`src/common/memPkg.sv`:
```
package memPkg;

    // byte address on the fetch, cache and load/store ports
    typedef logic [31:0] addrT;

    // instruction or data word
    typedef logic [31:0] wordT;

    // one RAM location
    typedef logic [7:0] byteT;

    // transfer length in bytes, legal values 1, 2 and 4
    typedef logic [2:0] lenT;

    // every fetch moves a whole word
    localparam lenT WordLen = 3'd4;

    // memory controller FSM
    typedef enum logic {
        ctrlIdle,
        ctrlBusy
    } ctrlStateT;

    // owner of the transfer in progress
    typedef enum logic {
        portInst,
        portLs
    } portT;

    // instruction cache miss FSM
    typedef enum logic {
        cacheIdle,
        cacheWait
    } cacheStateT;

endpackage

```
`src/icache/instCache.sv`:
```
`timescale 1ns/100ps

module instCache #(
    parameter int CacheIndexWidth = 4
) (
    input  logic         clk,
    input  logic         rst,
    input  logic         rdy,
    input  logic         redirect,
    input  logic         fetchReq,
    input  memPkg::addrT fetchPc,
    output logic         hitValid,
    output memPkg::wordT hitInst,
    output logic         fetchEn,
    output memPkg::addrT fetchAddr,
    input  logic         instOutEn,
    input  memPkg::wordT fillInst,
    input  memPkg::addrT fillAddr
);

    localparam int NumLines = 2 ** CacheIndexWidth;
    // word aligned, so the two low address bits are not stored
    localparam int TagWidth = 30 - CacheIndexWidth;

    memPkg::cacheStateT state;

    logic [NumLines-1:0] lineValid;
    logic [TagWidth-1:0] lineTag [NumLines];
    memPkg::wordT        lineData [NumLines];

    logic [CacheIndexWidth-1:0] reqIdx;
    logic [CacheIndexWidth-1:0] fillIdx;
    logic [TagWidth-1:0]        reqTag;
    logic [TagWidth-1:0]        fillTag;
    logic                       lookupHit;
    logic                       fillMatch;
    logic                       hitValidQ;
    logic                       fetchEnQ;

    assign reqIdx = fetchPc[CacheIndexWidth+1:2];
    assign reqTag = fetchPc[31:CacheIndexWidth+2];
    assign fillIdx = fillAddr[CacheIndexWidth+1:2];
    assign fillTag = fillAddr[31:CacheIndexWidth+2];

    assign lookupHit = lineValid[reqIdx] && (lineTag[reqIdx] == reqTag);
    // fetchAddr holds the missing address for the whole wait
    assign fillMatch = instOutEn && (fillAddr == fetchAddr);

    assign hitValid = hitValidQ && rdy;
    assign fetchEn = fetchEnQ && rdy;

    always_ff @(posedge clk) begin
        if (rst) begin
            state <= memPkg::cacheIdle;
            lineValid <= '0;
            hitValidQ <= 1'b0;
            fetchEnQ <= 1'b0;
        end else if (rdy) begin
            hitValidQ <= 1'b0;
            fetchEnQ <= 1'b0;
            // fills are kept even when nobody waits for them
            if (instOutEn) begin
                lineValid[fillIdx] <= 1'b1;
            end
            if (redirect) begin
                state <= memPkg::cacheIdle;
            end else begin
                case (state)
                    memPkg::cacheIdle: begin
                        // skip the request that is being answered right now
                        if (fetchReq && !hitValidQ) begin
                            if (lookupHit) begin
                                hitValidQ <= 1'b1;
                            end else begin
                                fetchEnQ <= 1'b1;
                                state <= memPkg::cacheWait;
                            end
                        end
                    end
                    memPkg::cacheWait: begin
                        if (fillMatch) begin
                            hitValidQ <= 1'b1;
                            state <= memPkg::cacheIdle;
                        end
                    end
                    default: state <= memPkg::cacheIdle;
                endcase
            end
        end
    end

    always_ff @(posedge clk) begin
        if (rdy) begin
            if (instOutEn) begin
                lineTag[fillIdx] <= fillTag;
                lineData[fillIdx] <= fillInst;
            end
            if (state == memPkg::cacheIdle) begin
                fetchAddr <= fetchPc;
                hitInst <= lineData[reqIdx];
            end else if (fillMatch) begin
                hitInst <= fillInst;
            end
        end
    end

endmodule

```
`config.mk`:
```
export PLATFORM = sky130hd
export DESIGN_NAME = instCache
export DESIGN_NICKNAME = d
export VERILOG_FILES = /design/src/common/memPkg.sv /design/src/icache/instCache.sv
export SDC_FILE = /design/constraint.sdc
export NUM_CORES = 1
export LEC_CHECK = 0
export BUFFER_PORTS_ARGS = -buffer_cell sky130_fd_sc_hd__buf_2
export CORE_ASPECT_RATIO = 1.2
export CORE_MARGIN = 2
export CORE_UTILIZATION = 49
export DETAILED_ROUTE_END_ITERATION = 12
export PLACE_DENSITY_LB_ADDON = 0.2
export REMOVE_ABC_BUFFERS = 1
export SLEW_MARGIN = 20
export SYNTH_ARGS = -nofsm -noshare
export SYNTH_HDL_FRONTEND = slang
export SYNTH_SLANG_ARGS = --single-unit
```
`constraint.sdc`:
```
create_clock -name clk -period 6.2 [get_ports clk]
set_input_delay 0.31 -clock clk [delete_from_list [all_inputs] [get_ports clk]]
set_output_delay 0.31 -clock clk [all_outputs]
set_load 0.01 [all_outputs]
```
==> qor.txt <==
===============================================================================
Outcome .......................................................... finished, final reports clean
# IOs ............................................................          168
Achievable Freq ..................................................      268 MHz
Final period utilization .........................................        0.602
Number of pins with negative max-slew slack in the final report ..            0
CP max stage cell ................................................ sky130_fd_sc_hd__nor4_1
Clock buffers created by TritonCTS ...............................           95
Actual slew at the worst max-slew pin ............................      1.11 ns
Class of the most critical hold timing path ......................       in2reg
Crit path depth ..................................................            7
Post-cts resize count ............................................            0
Via count of the first global-routing pass .......................        19487
Final count of hold timing violations ............................            0
PnR Total Power ..................................................     14200 uW
Final RePlAce weighted congestion ................................        0.787
Wire length of the first global-routing pass .....................    133000 um
Synthesized instance count .......................................         1764
Nature of the critical path endpoint .............................     register
Most frequent cell on the critical path .......................... sky130_fd_sc_hd__nor4_1
Number of inserted filler cells in the final layout ..............         5934
Worst-Skew Late Latency ..........................................      0.66 ns
P&R area growth vs syn ...........................................        14.2%
Mean post-synth cell area ........................................     22.1 um2
Capture point of the worst path ..................................  hitInst[13]
Worst path max stage delay .......................................      0.85 ns
Req. time, crit path .............................................      6.49 ns
Number of DRC markers after the initial detailed-route iteration .         2043
Die Outline Area .................................................   0.0817 mm2
Area taken by flip-flops and latches .............................   0.0302 mm2
Antenna violations before repair .................................            6
Setup Fix Bufs, Post-CTS .........................................            0
Via count ........................................................        18699
Total grt overflow ...............................................            0
CP cell instances ................................................ xor2_1 -> nor4_1 -> nand3_1 -> nor4_1 -> nor2_1 -> inv_2 -> buf_4
Leading cell types in the layout, fill and taps excluded ......... 992 x sky130_fd_sc_hd__edfxtp_1, 258 x sky130_fd_sc_hd__mux4_2, 164 x sky130_fd_sc_hd__buf_2
Critical path startpoint ......................................... fetchAddr[11]
Setup repair after global routing missed its margin ..............           no
Hpwl dp ..........................................................     48400 um
Number of flip-flops and latches in the synthesized netlist ......         1011
CTS tree .........................................................        built
Setup TNS ........................................................         0 ns
Reg2reg path depth ...............................................            7
X dimension of the die ...........................................       261 um
Shortest clock period the worst path allows after layout .........      3.73 ns
Row Count ........................................................          113
H-tree depth reported by CTS .....................................            3
Max Fanout on Critical Path ......................................           21
Core area ........................................................   0.0789 mm2
Detailed-route wire length per cell ..............................      29.4 um
Leakage Power ....................................................    0.0144 uW
Kind of cell adding the most delay to the critical path .......... simple AND/OR/NAND/NOR gates
Clock-pin slew on the worst setup and hold paths .................      0.07 ns
Maximum number of pins on one net before global-route repair .....           76
Critical register-to-register path endpoint ......................  hitInst[13]
Most common cell after layout, fill and taps aside ............... sky130_fd_sc_hd__edfxtp_1
Fraction of layout cells with a size suffix above 1 ..............        0.298
Number of distinct library cells after synthesis .................           54
Number of buffers on the longest clock path ......................            3
Setup violation total in the final timing report .................            0
Worst-case headroom to the max-slew limit ........................        0.262
Initial cell density of the core .................................        0.493
WL final .........................................................     91800 um
Final nets .......................................................         2116
Detailed Routing Iterations Pass 1 ...............................            5
Gr usage total ...................................................        0.229
Post-synthesis sequential area ratio .............................        0.775
Data arrival time of the critical path ...........................      4.02 ns
Clk sinks ........................................................         1011
DRC viols ........................................................            0
Async set-or-reset flop fraction in the synthesized netlist ......            0
Kind of launch point of the worst setup path .....................     register
Number of enable flip-flop cells after synthesis .................          992
Crit path buffers/inverters ......................................            2
Remaining antenna violation count ................................            0
Layout Utilization ...............................................        0.563
Main synth FF type ............................................... sky130_fd_sc_hd__edfxtp_1
Vias per Instance ................................................         5.99
Vertical die dimension ...........................................       313 um
Cell area power density ..........................................   319 mW/mm2
Register-to-register path setup slack ............................      2.47 ns
Root Buffer ...................................................... sky130_fd_sc_hd__clkbuf_16
Synth warnings ...................................................            0
Setup skew after layout ..........................................    0.0336 ns
Maximum ir drop on the vdd rail ..................................       214 uV
Buffers added on ports ...........................................          167
R2R Path Start ................................................... fetchAddr[11]
Total of max-cap violations ......................................            0
Cell area after technology mapping ...............................   0.0389 mm2
Worst setup path class ...........................................      reg2reg
Area of combinational cells with multiple inputs .................  0.00843 mm2
Hold_buf cts .....................................................           29
===============================================================================
## Yosys cell counts (all sizes together), types with 2 or more instances
cell	n	share of area
a2111oi	2	0.00045
a211oi	3	0.00058
a21o	2	0.00039
a21oi	6	0.00077
a221oi	8	0.0020
a22o	2	0.00045
a22oi	18	0.0035
a2bb2oi	2	0.00045
and2	6	0.00096
and4b	2	0.00051
buf	48	0.0075
clkbuf	35	0.0034
dfxtp	19	0.0098
edfxtp	992	0.77
inv	4	0.00039
mux2	3	0.00087
mux2i	42	0.011
mux4	258	0.15
nand2	115	0.011
nand2b	6	0.00096
nand3	16	0.0021
nand4	4	0.00064
nand4b	4	0.00090
nor2	57	0.0055
nor2b	12	0.0019
nor3	8	0.0010
nor4	11	0.0018
nor4b	2	0.00045
o21ai	6	0.00077
o22ai	2	0.00032
or3	2	0.00032
xnor2	16	0.0036
xor2	35	0.0079
## worst min-delay path by stage
stage,slack (ns),depth (start not counted),startpoint,end
5_1_grt,0.03,1,fillAddr[30],lineTag[8][24]
6_report,0.04,1,fillAddr[25],lineTag[9][19]
3_5_place_dp,0.46,2,lineValid[14],lineValid[14]
2_1_floorplan,0.38,1,rst,lineValid[0]
3_3_place_gp,0.44,2,lineValid[9],lineValid[9]
4_1_cts,0.003,1,fillAddr[30],lineTag[9][24]
## registers in the layout, indices dropped and copies added (netlist names)
signal and flops:
lineData 512, lineTag 416, fetchAddr 32, hitInst 32, lineValid 16, fetchEnQ 1
hitValidQ 1, state 1
## final cells by class
type | count | share of cell area
Antenna cell | 1 | 0.0000563
Clock buffer | 123 | 0.0589
Clock inverter | 48 | 0.00974
Inverter | 4 | 0.000366
Multi-Input combinational cell | 666 | 0.190
Sequential cell | 1011 | 0.679
Tap cell | 1035 | 0.0291
Timing Repair Buffer | 236 | 0.0335
## layer usage
metal / wire (um) / share of wire / vias to the layer above / GRT usage
li1: - / - / 7844 / -
met1: 37600 / 0.41 / 10000 / 0.324
met2: 46500 / 0.51 / 715 / 0.377
met3: 5910 / 0.064 / 134 / 0.0353
met4: 1810 / 0.020 / 6 / 0.0612
met5: 39 / 0.00042 / - / 0
## report_power, final
group / leakage, uW / total [uW] / internal, uW / switching (uW)
combinational: 0.00376 / 793 / 324 / 469
clock: 0.00150 / 5740 / 3300 / 2440
sequential: 0.00914 / 7670 / 7630 / 38.5
total: 0.0144 / 14200 / 11200 / 2950
## metrics by stage
| stage | setup slack, ns | instance area [um2] | cells | hold WS [ns] |
|---|---|---|---|---|
| 6_report | 2.47 | 44500 | 3124 | 0.0353 |
| 5_1_grt | 2.28 | 44500 | 3124 | 0.0345 |
| 4_1_cts | 2.51 | 44400 | 3123 | 0.00281 |
| 3_5_place_dp | 2.20 | 41100 | 2923 | 0.457 |
| 3_3_place_gp | 2.22 | 41100 | 2923 | 0.444 |
| 2_1_floorplan | 0.909 | 38500 | 1681 | 0.382 |
## cells by family after synthesis
logic type             after synthesis  synth area share
buffers and inverters               87            0.0113
multiplexers                       303             0.161
AND/OR/NAND/NOR                    250            0.0290
AO/OA/AOI/OAI                       62            0.0120
flip-flops                        1011             0.775
XOR/XNOR                            51            0.0115
## worst reg2reg max path, cell delays in order (launching register included)
cell and delay [ns]:
sky130_fd_sc_hd__edfxtp_1 0.42, sky130_fd_sc_hd__xor2_1 0.18, sky130_fd_sc_hd__nor4_1 0.71, sky130_fd_sc_hd__nand3_1 0.15
sky130_fd_sc_hd__nor4_1 0.85, sky130_fd_sc_hd__nor2_1 0.16, sky130_fd_sc_hd__inv_2 0.40, sky130_fd_sc_hd__buf_4 0.47
(Power assumes the default switching activity.)
