--- config.mk ---
export PLATFORM = sky130hd
export DESIGN_NAME = memCtrl
export DESIGN_NICKNAME = d
export VERILOG_FILES = /design/src/common/memPkg.sv /design/src/memCtrl/memCtrl.sv
export SDC_FILE = /design/constraint.sdc
export NUM_CORES = 1
export LEC_CHECK = 0
export BUFFER_PORTS_ARGS = -buffer_cell sky130_fd_sc_hd__clkbuf_2
export CAP_MARGIN = 20
export CORE_MARGIN = 2
export CORE_UTILIZATION = 50
export DETAILED_ROUTE_END_ITERATION = 6
export HOLD_SLACK_MARGIN = 0.12
export PLACE_DENSITY_LB_ADDON = 0.12
export SYNTH_ARGS = -nofsm -noshare
export SYNTH_HDL_FRONTEND = slang
export SYNTH_SLANG_ARGS = --single-unit
--- constraint.sdc ---
create_clock -name clk -period 4 [get_ports clk]
set_clock_uncertainty 0.05 [all_clocks]
set_input_delay 0.4 -clock clk [delete_from_list [all_inputs] [get_ports clk]]
set_output_delay 0.4 -clock clk [all_outputs]
set_load 0.005 [all_outputs]
--- src/common/memPkg.sv ---
package memPkg;

    // byte address on the fetch, cache and load/store ports
    typedef logic [31:0] addrT;

    // instruction or data word
    typedef logic [31:0] wordT;

    // one RAM location
    typedef logic [7:0] byteT;

    // transfer length in bytes, legal values 1, 2 and 4
    typedef logic [2:0] lenT;

    // every fetch moves a whole word
    localparam lenT WordLen = 3'd4;

    // memory controller FSM
    typedef enum logic {
        ctrlIdle,
        ctrlBusy
    } ctrlStateT;

    // owner of the transfer in progress
    typedef enum logic {
        portInst,
        portLs
    } portT;

    // instruction cache miss FSM
    typedef enum logic {
        cacheIdle,
        cacheWait
    } cacheStateT;

endpackage

--- src/memCtrl/memCtrl.sv ---
`timescale 1ns/100ps

module memCtrl #(
    parameter int RamAddrWidth = 12
) (
    input  logic                    clk,
    input  logic                    rst,
    input  logic                    rdy,
    // fetch side
    input  logic                    fetchEn,
    input  memPkg::addrT            fetchAddr,
    input  logic                    misTaken,
    output logic                    instOutEn,
    output memPkg::wordT            inst,
    output memPkg::addrT            addAddr,
    // load/store side
    input  logic                    lsEn,
    input  logic                    lsWrite,
    input  memPkg::addrT            lsAddr,
    input  memPkg::lenT             lsLen,
    input  memPkg::wordT            storeData,
    output logic                    lsDone,
    output memPkg::wordT            ldData,
    // RAM side
    output logic                    ramWrite,
    output logic [RamAddrWidth-1:0] ramAddr,
    output memPkg::byteT            ramWrData,
    input  memPkg::byteT            ramRdData
);

    memPkg::ctrlStateT state;
    memPkg::portT      owner;
    memPkg::lenT       stage;
    memPkg::lenT       curLen;
    logic              curWrite;
    memPkg::addrT      curAddr;
    memPkg::addrT      curBase;
    memPkg::wordT      curData;
    logic              instOutEnQ;
    logic              lsDoneQ;

    // one waiting slot per port
    logic              waitLs;
    logic              waitLsWrite;
    memPkg::addrT      waitLsAddr;
    memPkg::lenT       waitLsLen;
    memPkg::wordT      waitLsData;
    logic              waitInst;
    memPkg::addrT      waitInstAddr;

    logic              lastStage;
    logic              canAccept;
    logic              start;
    memPkg::portT      nextPort;
    logic              nextWrite;
    memPkg::addrT      nextAddr;
    memPkg::lenT       nextLen;
    memPkg::wordT      nextData;
    logic [1:0]        rdIdx;

    // a redirect cuts a fetch short
    assign lastStage = (state == memPkg::ctrlBusy) &&
        ((stage == curLen) || (owner == memPkg::portInst && misTaken));
    assign canAccept = (state == memPkg::ctrlIdle) || lastStage;

    // waiting ls, waiting fetch, new ls, new fetch
    always_comb begin
        start = 1'b1;
        nextPort = memPkg::portLs;
        nextWrite = lsWrite;
        nextAddr = lsAddr;
        nextLen = lsLen;
        nextData = storeData;
        if (waitLs) begin
            nextWrite = waitLsWrite;
            nextAddr = waitLsAddr;
            nextLen = waitLsLen;
            nextData = waitLsData;
        end else if (waitInst && !misTaken) begin
            nextPort = memPkg::portInst;
            nextWrite = 1'b0;
            nextAddr = waitInstAddr;
            nextLen = memPkg::WordLen;
            nextData = '0;
        end else if (!lsEn) begin
            nextPort = memPkg::portInst;
            nextWrite = 1'b0;
            nextAddr = fetchAddr;
            nextLen = memPkg::WordLen;
            nextData = '0;
            start = fetchEn && !misTaken;
        end
    end

    // read data lags the address by one stage
    assign rdIdx = stage[1:0] - 2'd1;

    assign ramWrite = rdy && (state == memPkg::ctrlBusy) && curWrite && (stage < curLen);
    // while stalled, the read port stays on the byte of the previous stage
    assign ramAddr = rdy ? curAddr[RamAddrWidth-1:0] : curAddr[RamAddrWidth-1:0] - 1'b1;
    // store bytes go out low byte first
    assign ramWrData = curData[{stage[1:0], 3'b000} +: 8];

    assign instOutEn = instOutEnQ && rdy;
    assign lsDone = lsDoneQ && rdy;

    always_ff @(posedge clk) begin
        if (rst) begin
            state <= memPkg::ctrlIdle;
            owner <= memPkg::portInst;
            stage <= '0;
            waitLs <= 1'b0;
            waitInst <= 1'b0;
            instOutEnQ <= 1'b0;
            lsDoneQ <= 1'b0;
        end else if (rdy) begin
            instOutEnQ <= 1'b0;
            lsDoneQ <= 1'b0;
            if (lsEn) begin
                waitLs <= 1'b1;
            end
            if (fetchEn && !misTaken) begin
                waitInst <= 1'b1;
            end
            if (misTaken) begin
                waitInst <= 1'b0;
            end
            if (state == memPkg::ctrlBusy && !lastStage) begin
                stage <= stage + 3'd1;
            end
            if (lastStage) begin
                instOutEnQ <= (owner == memPkg::portInst) && !misTaken;
                lsDoneQ <= owner == memPkg::portLs;
            end
            if (canAccept) begin
                if (start) begin
                    state <= memPkg::ctrlBusy;
                    owner <= nextPort;
                    stage <= '0;
                    if (nextPort == memPkg::portLs) begin
                        waitLs <= 1'b0;
                    end else begin
                        waitInst <= 1'b0;
                    end
                end else begin
                    state <= memPkg::ctrlIdle;
                end
            end
        end
    end

    always_ff @(posedge clk) begin
        if (rdy) begin
            if (lsEn) begin
                waitLsWrite <= lsWrite;
                waitLsAddr <= lsAddr;
                waitLsLen <= lsLen;
                waitLsData <= storeData;
            end
            if (fetchEn) begin
                waitInstAddr <= fetchAddr;
            end
            if (state == memPkg::ctrlBusy) begin
                curAddr <= curAddr + 32'd1;
                // little-endian assembly, byte stage-1 arrives now
                if (stage != '0 && !curWrite) begin
                    if (owner == memPkg::portInst) begin
                        inst[{rdIdx, 3'b000} +: 8] <= ramRdData;
                    end else begin
                        ldData[{rdIdx, 3'b000} +: 8] <= ramRdData;
                    end
                end
                if (lastStage && owner == memPkg::portInst) begin
                    addAddr <= curBase;
                end
            end
            if (canAccept && start) begin
                curAddr <= nextAddr;
                curBase <= nextAddr;
                curLen <= nextLen;
                curWrite <= nextWrite;
                curData <= nextData;
                // short loads leave the upper bytes zero
                if (nextPort == memPkg::portLs && !nextWrite) begin
                    ldData <= '0;
                end
            end
        end
    end

endmodule

==> impl_metrics.yaml <==
outcome:
  status: "complete, no violations"
hold_path:
  hold_path_class: "in2reg"
  min_path_cells: 2
yosys:
  syn_nets: 940
  synth_cell_types: 46
  synth_warnings: 0
  syn_inst: 815
  synthesis.area_sq_mm: 0.0119
  ys_async_sr_fraction_pct: 0
  synthFlopType: "edfxtp_1"
  yosysSeqAreaShare_pct: 71.0
  synth-edff-count: 276
  synth-seq-cells: 285
  avgSynthCellArea_sq_um: 14.6
detailed_routing:
  dr.pass1.iters: 5
  drc: 0
  drt_wl_total_um: 25900
  wl_per_cell_um: 17.5
  ant_nets: 0
  vias_per_cell: 5.13
  vias: 7600
  drtIter0Drc: 573
global_routing:
  grt_pass1_vias: 7507
  met1_usage_pct: 27.8
  grt_max_degree: 70
  grt.total_usage_pct: 20.6
  antenna_found_initial: 2
  grt-busiest-layer: "met2"
  grt_pass1_wl_um: 39900
  met3_usage_pct: 4.49
  met2_usage_pct: 34.0
  grt_overflow: 0
critical_path:
  crit_chain: "inv_1, ha_1, or3b_2, nor4_4, nand2_1, xnor2_1, clkbuf_2"
  cp_slowest_stage_delay_ns: 0.52
  r2r_cells: 6
  cp-start-kind: "flop"
  cp_max_fo: 6
  crit_required_ns: 3.55
  critPathKind: "reg2out"
  crit_slowest_cell: "edfxtp_1"
  arrival_ns: 2.51
  endpoint_kind: "output port"
die:
  core-area_sq_mm: 0.0235
  std_cell_rows: 56
  die_height_um: 158
  initial_utilization_pct: 50.8
  die_w_um: 158
  io_pins: 233
  die_area_sq_mm: 0.0251
timing:
  finalCriticalPeriod_ns: 2.96
  relSlewSlack_pct: 33.6
  hold_ws_ns: 0.163
  hold_viol_final: 0
  tns_ns: 0
  setup_viol: 0
  fin_crit_sh_pct: 74.1
  worst_pin_slew_ns: 0.996
  fmax_ghz: 0.337
  rsz0062_at_grt: "no"
  setup_ws_ns: 1.04
  slew_violations: 0
clock_network:
  htreeDepth: 1
  holdBufCountCts: 101
  clk_latency_ns: 0.55
  clkTransAtPathRegs_ns: 0.06
  postCtsSetupRepairBufs: 0
  cts_tree: "yes"
  cts_resized: 0
  cts_buffers: 29
  clock_sinks: 285
  clk_path_buf_depth: 3
  cts-root-buf: "clkbuf_16"
place:
  dp_hpwl_um: 16400
  pre_cts_ws_ns: 1.12
  numPortBuffers: 232
  gp_congestion: 0.788
finish:
  area_growth_pct: 28.7
  nFillCells: 1712
  final_cell_mix: "edfxtp_1 (276), clkbuf_2 (232), dlygate4sd3_1 (101)"
  layout-drive-gt1-share_pct: 28.0
  fin_util_pct: 65.4
  layout_commonest_cell: "edfxtp_1"
  final_nets: 1265
flow_run:
  drv_cap: 0
power:
  power.leakage_nw: 5.93
  vdd_drop_max_mv: 0.384
  power_density_mw_per_mm2: 447
-- sequential cells by signal, indices dropped and copies added (netlist names), 3 cells and up --
| signal | cells |
|---|---|
| addAddr | 32 |
| curAddr | 12 |
| curBase | 32 |
| curData | 32 |
| curLen | 3 |
| inst | 32 |
| ldData | 32 |
| stage | 3 |
| waitInstAddr | 32 |
| waitLsAddr | 32 |
| waitLsData | 32 |
| waitLsLen | 3 |
-- through the flow --
step	total power, W	cell area [sq um]	std cells
2_1_floorplan	0.00394	11900	815
3_3_place_gp	0.00417	13400	1327
3_5_place_dp	0.00419	13400	1327
4_1_cts	0.00691	15300	1480
5_1_grt	0.00711	15300	1481
6_report	0.00686	15300	1481
-- cell type report --
cell class / instances / area, sq um / area share, %
antenna: 1 / 2.50 / 0.0163
clock buffer: 33 / 741 / 4.83
clock inverter: 19 / 188 / 1.22
inverter: 12 / 45.0 / 0.293
multi-input combinational: 466 / 3220 / 21.0
sequential: 285 / 8470 / 55.2
tap: 319 / 399 / 2.60
timing repair buffer: 346 / 2280 / 14.9
-- final timing paths --
| check | from | to | slack [ns] |
|---|---|---|---|
| setup / recovery | curAddr[0] | ramAddr[10] | 1.04 |
| hold / removal | ramRdData[6] | inst[6] | 0.16 |
| setup reg to reg | stage[1] | curLen[1] | 1.14 |
| hold reg to reg | curBase[21] | addAddr[21] | 0.37 |
-- logic make-up after synthesis --
kind of cell               count (synthesis)  synth area share, %
DFF                                      285                 71.0
and+or+nand+nor                          244                 10.3
AOI/OAI and AO/OA                        124                 7.11
muxes                                     66                 6.50
buffers and inverters                     64                 2.35
xor gates and xnor gates                  21                 1.60
adders and majority gates                 11                 1.15
-- report_power, final --
group / leakage (nW) / switching (W) / total, W / internal (W)
clock: 0.457 / 0.00108 / 0.00265 / 0.00157
combinational: 2.80 / 0.000317 / 0.000611 / 0.000294
sequential: 2.67 / 0.0000920 / 0.00359 / 0.00350
-- routing by layer --
| metal | vias up | part of all wire, % | routed length [um] |
|---|---|---|---|
| met5 | - | 0.050 | 13 |
| met1 | 3594 | 44 | 11400 |
| met3 | 46 | 6.0 | 1550 |
| met4 | 2 | 2.2 | 577 |
| met2 | 233 | 48 | 12400 |
| li1 | 3725 | - | - |
-- synthesized netlist by cell type (2+ instances only) --
cell,n,area (sq um)
a211oi_1,14,105
a21oi_1,35,175
a22o_1,35,307
and2_1,10,62.6
and2b_1,4,30.0
and3_1,11,68.8
buf_1,3,11.3
buf_2,26,130
buf_4,2,15.0
clkbuf_1,21,78.8
dfxtp_1,9,180
edfxtp_1,276,8290
ha_1,11,138
inv_1,12,45.0
mux2_2,12,135
mux2i_1,46,460
mux4_2,8,180
nand2_1,47,176
nand2b_1,19,119
nand3_1,14,70.1
nand4_1,4,25.0
nor2_1,92,345
nor2b_1,15,93.8
nor3_1,8,40.0
nor4_1,5,31.3
nor4_4,2,42.5
nor4b_1,4,35.0
o21ai_0,24,120
o31ai_1,10,75.1
o31ai_2,2,25.0
xnor2_1,12,105
xor2_1,8,70.1
-- critical path, delay by kind of cell, from the launching register on --
family        cells  cell delay [ns]
flops             1             0.52
buf+inv           2             0.26
simple gates      3             0.86
xor+xnor          1             0.15
fa+ha+maj         1             0.19
(Power assumes the default switching activity.)
