===== src/common/memPkg.sv =====
package memPkg;

    // byte address on the fetch, cache and load/store ports
    typedef logic [31:0] addrT;

    // instruction or data word
    typedef logic [31:0] wordT;

    // one RAM location
    typedef logic [7:0] byteT;

    // transfer length in bytes, legal values 1, 2 and 4
    typedef logic [2:0] lenT;

    // every fetch moves a whole word
    localparam lenT WordLen = 3'd4;

    // memory controller FSM
    typedef enum logic {
        ctrlIdle,
        ctrlBusy
    } ctrlStateT;

    // owner of the transfer in progress
    typedef enum logic {
        portInst,
        portLs
    } portT;

    // instruction cache miss FSM
    typedef enum logic {
        cacheIdle,
        cacheWait
    } cacheStateT;

endpackage


===== src/rtl/fetchUnit.sv =====
`timescale 1ns/100ps

module fetchUnit (
    input  logic         clk,
    input  logic         rst,
    input  logic         rdy,
    input  logic         redirect,
    input  memPkg::addrT redirectPc,
    input  logic         hitValid,
    input  memPkg::wordT hitInst,
    output logic         fetchReq,
    output memPkg::addrT fetchPc,
    output logic         instValid,
    output memPkg::addrT instPc,
    output memPkg::wordT inst
);

    memPkg::addrT pc;
    logic         running;
    logic         instValidQ;

    // request stays up with the current PC until the cache answers
    assign fetchReq = running;
    assign fetchPc = pc;
    assign instValid = instValidQ && rdy;

    always_ff @(posedge clk) begin
        if (rst) begin
            pc <= '0;
            running <= 1'b0;
            instValidQ <= 1'b0;
        end else if (rdy) begin
            instValidQ <= 1'b0;
            if (redirect) begin
                // any answer arriving now belongs to the old path
                pc <= redirectPc;
                running <= 1'b1;
            end else if (running && hitValid) begin
                instValidQ <= 1'b1;
                pc <= pc + 32'd4;
            end
        end
    end

    // output stream registers
    always_ff @(posedge clk) begin
        if (rdy && running && hitValid && !redirect) begin
            instPc <= pc;
            inst <= hitInst;
        end
    end

endmodule


===== config.mk =====
export PLATFORM = sky130hd
export DESIGN_NAME = fetchUnit
export DESIGN_NICKNAME = d
export VERILOG_FILES = /design/src/common/memPkg.sv /design/src/rtl/fetchUnit.sv
export SDC_FILE = /design/constraint.sdc
export NUM_CORES = 1
export LEC_CHECK = 0
export BUFFER_PORTS_ARGS = -buffer_cell sky130_fd_sc_hd__buf_2
export CAP_MARGIN = 15
export CORE_ASPECT_RATIO = 0.75
export CORE_MARGIN = 3
export CORE_UTILIZATION = 40
export CTS_CLUSTER_SIZE = 14
export DETAILED_ROUTE_END_ITERATION = 16
export PLACE_DENSITY_LB_ADDON = 0.25
export SETUP_SLACK_MARGIN = 0.3
export SLEW_MARGIN = 20
export SYNTH_ARGS = -nofsm -noshare
export SYNTH_HDL_FRONTEND = slang
export SYNTH_SLANG_ARGS = --single-unit

===== constraint.sdc =====
create_clock -name clk -period 4.1 [get_ports clk]
set_clock_uncertainty 0.05 [all_clocks]
set_input_delay 0.82 -clock clk [delete_from_list [all_inputs] [get_ports clk]]
set_output_delay 0.82 -clock clk [all_outputs]
set_load 0.1 [all_outputs]

==> key figures, run 1 <==
Status
  – Status: completed

Logic synthesis
  – Asr flop ratio synth: 0%
  – Largest area contributor in the netlist: edfxtp_1
  – Ranking of synthesized cells by area: edfxtp_1 47%, dfxtp_1 17%, nand2_1 3.6%
  – Average size of a mapped cell: 11.3 um^2
  – Synth top area share: between 40 and 50%
  – Post-synthesis sequential area ratio: 63.2%
  – Number of synthesis warnings: 0
  – Synth cell types: 49
  – #FFs+latches synth: slightly below 100
  – Synth Cell Area: 4120 um^2
  – EDFF count, synth: between 60 and 70
  – Post-Syn Instances: approximately 360
  – Top FF cell, synth: edfxtp_1
  – Syn Nets: ~430

Min path
  – Hold path cells: 0
  – Min-delay worst type: reg2reg
  – Min-delay src: fetchPc[0]
  – Worst hold endpoint: instPc[0]

Global routing
  – Largest net degree at the start of global routing: 38
  – Initial antenna violation count: 0
  – Grt ovf: 0
  – First-pass GRT wire length: roughly 18 mm
  – Gr usage total: 20.0%
  – Vias in the first global route: 3366

CTS
  – Clock buffer depth: 2
  – Post_cts resized: 0
  – Post-CTS Setup Bufs: 0
  – CTS tree: built
  – CTS sink count: a little under 100
  – Clk slew on worst S/H paths: roughly 0.070 ns
  – H-tree lvl count: 3
  – Clk_lat worst skew: 0.34 ns
  – Num CTS Buffers: 9
  – Hold_buf cts: 0
  – CTS root buffer: clkbuf_16

STA
  – Worst-Margin Slew: 0.799 ns
  – Setup ws final: approximately 1.6 ns
  – Setup TNS: 0 ns
  – Final hold vios: 0
  – Final setup violation count: 0
  – RSZ-0062 raised after global routing: no
  – Slew Limit Fails: 0
  – Min Tclk post-route: between 2 and 3 ns
  – Fmax: 0.393 GHz
  – Crit share post-route: 62.1%
  – Slew headroom: 46.7%
  – Fin Hold WS: 0.435 ns

Setup path
  – WP data required: 3.23 ns
  – Worst EP arrival: between 1.5 and 2 ns
  – CP Class: in2out
  – CP Max Fanout: 16
  – R2R depth: 5
  – Reg2reg start: fetchPc[2]
  – CP Launch Type: primary input
  – Worst Setup SP: rdy
  – CP endpoint kind: primary output
  – R2R Path End: fetchPc[24]
  – R2R setup slack: between 1.5 and 2 ns

Route
  – Routed wire per std cell: ~18 um
  – Vias per Instance: about 5.6
  – Drc violations: 0
  – Vias: between 3000 and 4000
  – Routed WL: ~12 mm
  – 1st-iter DRT viols: between 300 and 400
  – Drt first pass iters: 5
  – Post-route ant nets: 0

Power and ir drop
  – Maximum vdd drop: approximately 0.24 mV
  – Leakage: ~0.0021 uW
  – Power per Cell Area: roughly 420 nW/um^2

Placement
  – HPWL after detailed placement: approximately 8.4 mm
  – Cell Area, Placed: 5060 um^2
  – Placement Setup Slack: approximately 1.4 ns
  – Routability Congestion: 0.917
  – IO Port Bufs: between 150 and 200

Floorplan
  – FP Rows: 31
  – # IOs: 167
  – Starting Density: a little over two fifths
  – Die X: between 100 and 150 um
  – Die footprint: 11600 um^2
  – Die Y: 93.9 um
  – Area of the core: around 9900 um^2

Layout
  – Area Overhead vs Synth: 30.1%
  – Fin nets: 594
  – Antenna diodes: 0
  – Final instance area: around 5400 um^2
  – Share of layout cells above drive strength 1: roughly 37%

Run
  – Maxcap violations: 0
-- area by class of cell --
class,count,area (um^2)
repair buffers,170,861
inverters,12,45.0
fillers,889,4500
clock buffers,9,225
well taps,132,165
flip-flops and latches,98,2600
multi-input cells,233,1400
clock inverters,7,58.8
-- cells in the final DEF (no fill, tap or decap), types with 3 or more instances in the layout --
cell       instances
o211ai_1           3
nor3_1             6
nand3_1           17
a21o_1             4
and2_1             3
o21ai_0           10
and3_1             6
o311ai_0           6
a22oi_1            5
dfxtp_1           34
or3_1              8
clkbuf_16          9
nor2_1            22
and4_1             3
nand2_1           39
o31ai_1            3
buf_2            166
inv_6              3
a211oi_1           5
or4_1              6
inv_1             10
a21oi_1           18
nand4_1           12
a211o_1            3
a31oi_1           15
buf_4              4
edfxtp_1          64
nor4_1            10
-- cells by family after synthesis --
group                    after synthesis  share of synthesized area [%]
AO/OA/AOI/OAI                         87                           14.4
flip-flops                            98                           63.2
multiplexers                           2                          0.486
buffers and inverters                 32                           3.01
adder cells (fa/ha/maj)                1                          0.304
AND/OR/NAND/NOR                      143                           18.6
-- cells in the mapped netlist (2+ instances only) --
master,count
mux2i_1,2
a21o_1,4
nor4_1,11
inv_1,11
nand2_1,39
a31o_2,2
o21ai_0,10
nand4_1,12
nor2_1,22
or3_1,8
nand4_2,2
a211oi_1,5
edfxtp_1,64
or4_4,2
or4_1,6
a22oi_1,5
a211o_1,3
a21oi_1,18
o211ai_1,3
a32o_1,2
o22ai_1,2
and2_1,3
buf_2,2
o311ai_0,6
a31oi_1,15
and4_1,3
nor3_1,6
nand3_1,17
dfxtp_1,34
clkbuf_1,16
o31ai_1,3
a22o_1,2
o2bb2ai_1,2
and3_1,6
-- per-stage QoR --
step                total power, uW  utilization [%]  std cells
detailed placement             1470             51.4        645
finish                         2240             54.3        661
CTS                            2270             54.3        661
floorplan                      1380                -        363
global route                   2330             54.3        661
global placement               1460             51.4        645
-- power by group --
group          internal, uW  switching [uW]  total (uW)
Combinational          70.0             259         329
Clock                   422             373         795
Sequential             1080            42.9        1120
-- critical path, cell delays in order --
cell and delay (ns):
buf_2 0.26, and2_1 0.17, buf_2 0.42
-- sequential cells by signal, indices dropped and copies added (netlist names) --
register    count
inst           32
instPc         32
instValidQ      1
fetchReq        1
fetchPc        32
-- worst max path at each step --
stage          cells past startpoint  slack [ns]           to
6_report                           3        1.56    instValid
3_5_place_dp                       6        1.37  fetchPc[16]
3_3_place_gp                       6        1.48  fetchPc[16]
2_1_floorplan                      5        0.72  fetchPc[16]
5_1_grt                            6        1.43  fetchPc[16]
4_1_cts                            3        1.57    instValid
-- routing by layer --
layer  wire length (um)  GRT usage [%]
met1               5180           29.7
met2               5000           28.9
met3               1380           5.42
met4                166           4.79
met5                  0              0
(Power assumes the default switching activity.)
==> run 2: changes to the inputs <==
==> constraint.sdc (replaced) <==
create_clock -name clk -period 2.2 [get_ports clk]
set_clock_uncertainty 0.05 [all_clocks]
set_input_delay 0.44 -clock clk [delete_from_list [all_inputs] [get_ports clk]]
set_output_delay 0.44 -clock clk [all_outputs]
set_load 0.1 [all_outputs]
==> key figures, run 2 (same netlist as run 1, synthesis figures left out) <==
Status
  – Status: completed

STA
  – Slew Limit Fails: 0
  – Final setup violation count: 0
  – Setup TNS: 0 ns
  – Final hold vios: 0
  – Fin Hold WS: about 0.21 ns
  – Fmax: between 0.5 and 0.6 GHz
  – Min Tclk post-route: slightly below 2 ns
  – Slew headroom: 60.6%
  – Worst-Margin Slew: between 0.5 and 0.6 ns
  – Crit share post-route: 90.4%
  – RSZ-0062 raised after global routing: yes

Setup path
  – CP Launch Type: register
  – CP Max Fanout: 4
  – Reg2reg start: fetchPc[2]
  – CP Class: reg2reg
  – Worst Setup SP: fetchPc[2]
  – CP endpoint kind: register
  – R2R setup slack: 0.21 ns
  – R2R depth: 5
  – Worst EP arrival: ~2.2 ns
  – R2R Path End: fetchPc[18]
  – WP data required: between 2 and 2.5 ns
  – Critical path endpoint: fetchPc[18]

Route
  – Routed WL: ~13 mm
  – Post-route ant nets: 0
  – Met2 WL post-DR: 5.84 mm
  – M1 WL: between 5 and 6 mm
  – Drc violations: 0
  – Vias per Instance: between 5 and 6
  – WL met3: between 1 and 1.5 mm
  – Drt first pass iters: 4
  – Top Metal Used: met4
  – Vias: 3908
  – 1st-iter DRT viols: around 370
  – Routed wire per std cell: 18.1 um

Placement
  – Routability Congestion: between 0.8 and 0.9
  – HPWL after detailed placement: 9.06 mm
  – IO Port Bufs: around 170

Layout
  – Commonest non-fill, non-tap cell in the layout: buf_2
  – Final core utilization: 60.6%
  – Fin nets: ~640
  – Sequential cell area: approximately 2700 um^2
  – Fillers: 855
  – Share of layout cells above drive strength 1: about 49%
  – Commonest cells after routing, fill and taps aside: 166 x buf_2, 64 x edfxtp_1, 47 x buf_4, 39 x nand2_1, 27 x dfxtp_4
  – Multi-input logic area: 1510 um^2
  – Antenna diodes: 0
  – Area Overhead vs Synth: 45.1%

Run
  – Maxcap violations: 0

CTS
  – Clk_lat worst skew: roughly 0.35 ns
  – Hold_buf cts: 0
  – CTS tree: built
  – Clock buffer depth: 2
  – Clk slew on worst S/H paths: approximately 0.07 ns
  – H-tree lvl count: 3
  – CTS root buffer: clkbuf_16
  – Num CTS Buffers: 9
  – CTS sink count: about 100

Power and ir drop
  – Power per Cell Area: around 730 nW/um^2
  – Maximum vdd drop: roughly 0.46 mV
  – Leakage: roughly 0.0024 uW

Global routing
  – Gr usage total: roughly 22%
  – Largest net degree at the start of global routing: 35
  – Grt ovf: 0
  – First-pass GRT wire length: 19.0 mm
  – Vias in the first global route: 3671
  – Initial antenna violation count: 0

Floorplan
  – Die footprint: between 10000 and 15000 um^2
  – Starting Density: a little over two fifths
  – FP Rows: 31
  – Area of the core: around 9900 um^2
  – # IOs: around 170
  – Die Y: between 90 and 100 um
  – Die X: roughly 120 um

Min path
  – Min-delay worst type: in2reg
-- run 2: cell types whose count changed in the layout (fill, tap and decap cells not counted), moves of 2 or more --
| cell | delta |
|---|---|
| clkinv_4 | -2 |
| o311ai_0 | -2 |
| dfxtp_4 | +27 |
| or4_4 | +5 |
| clkinvlp_4 | +3 |
| buf_6 | +2 |
| buf_4 | +43 |
| or4_1 | -5 |
| o311ai_1 | +2 |
| nand3_4 | +2 |
| dfxtp_1 | -28 |
| buf_12 | +2 |
-- run 2: per-layer routing --
| metal | up-vias | track usage [%] |
|---|---|---|
| met5 | - | 0 |
| met4 | 0 | 7.37 |
| met3 | 16 | 6.74 |
| met2 | 237 | 33.4 |
| met1 | 1819 | 28.6 |
| li1 | 1836 | - |
-- run 2: worst min-delay path by stage --
| stage | from | to | cells past startpoint |
|---|---|---|---|
| global placement | fetchPc[0] | instPc[0] | 0 |
| detailed placement | fetchPc[0] | instPc[0] | 0 |
| CTS | hitInst[23] | inst[23] | 1 |
| global route | hitInst[9] | inst[9] | 1 |
| floorplan | instValidQ | instValidQ | 2 |
| finish | hitInst[23] | inst[23] | 1 |
-- run 2: layout make-up --
class / count / area share [%]
Clock buffer: 9 / 3.77
Clock inverter: 6 / 1.24
Inverter: 12 / 0.817
Multi-Input combinational cell: 233 / 25.3
Sequential cell: 98 / 45.3
Tap cell: 132 / 2.76
Timing Repair Buffer: 217 / 20.9
-- run 2: worst max-delay path: stages (launching register included) --
cell     delay [ns]
dfxtp_4        0.38
ha_4           0.15
nand3_4        0.10
or4_4          0.51
or4_4          0.54
a31oi_4        0.18
-- run 2: per-stage QoR --
step	setup slack, ns	total power (uW)	area [um^2]	std cells
final	0.211	4330	5970	707
after global routing	0.172	4490	5970	707
after CTS	0.289	4350	5840	695
after detailed placement	0.208	2750	5400	662
after global placement	0.228	2740	5400	662
after floorplan	-0.193	2580	4340	363
-- run 2: power breakdown --
part / internal [uW] / switching, uW / leakage [uW] / total, uW
clock: 891 / 697 / 0.000140 / 1590
sequential: 2000 / 68.3 / 0.000890 / 2060
combinational: 170 / 512 / 0.00136 / 681
total: 3060 / 1280 / 0.00239 / 4330
-- run 2: what timing repair did --
item | CTS | global route
pin swaps | 4 | 9
gates resized for setup | 0 | 10
endpoints found under the setup margin | 4 | 9
setup buffers | 18 | 12
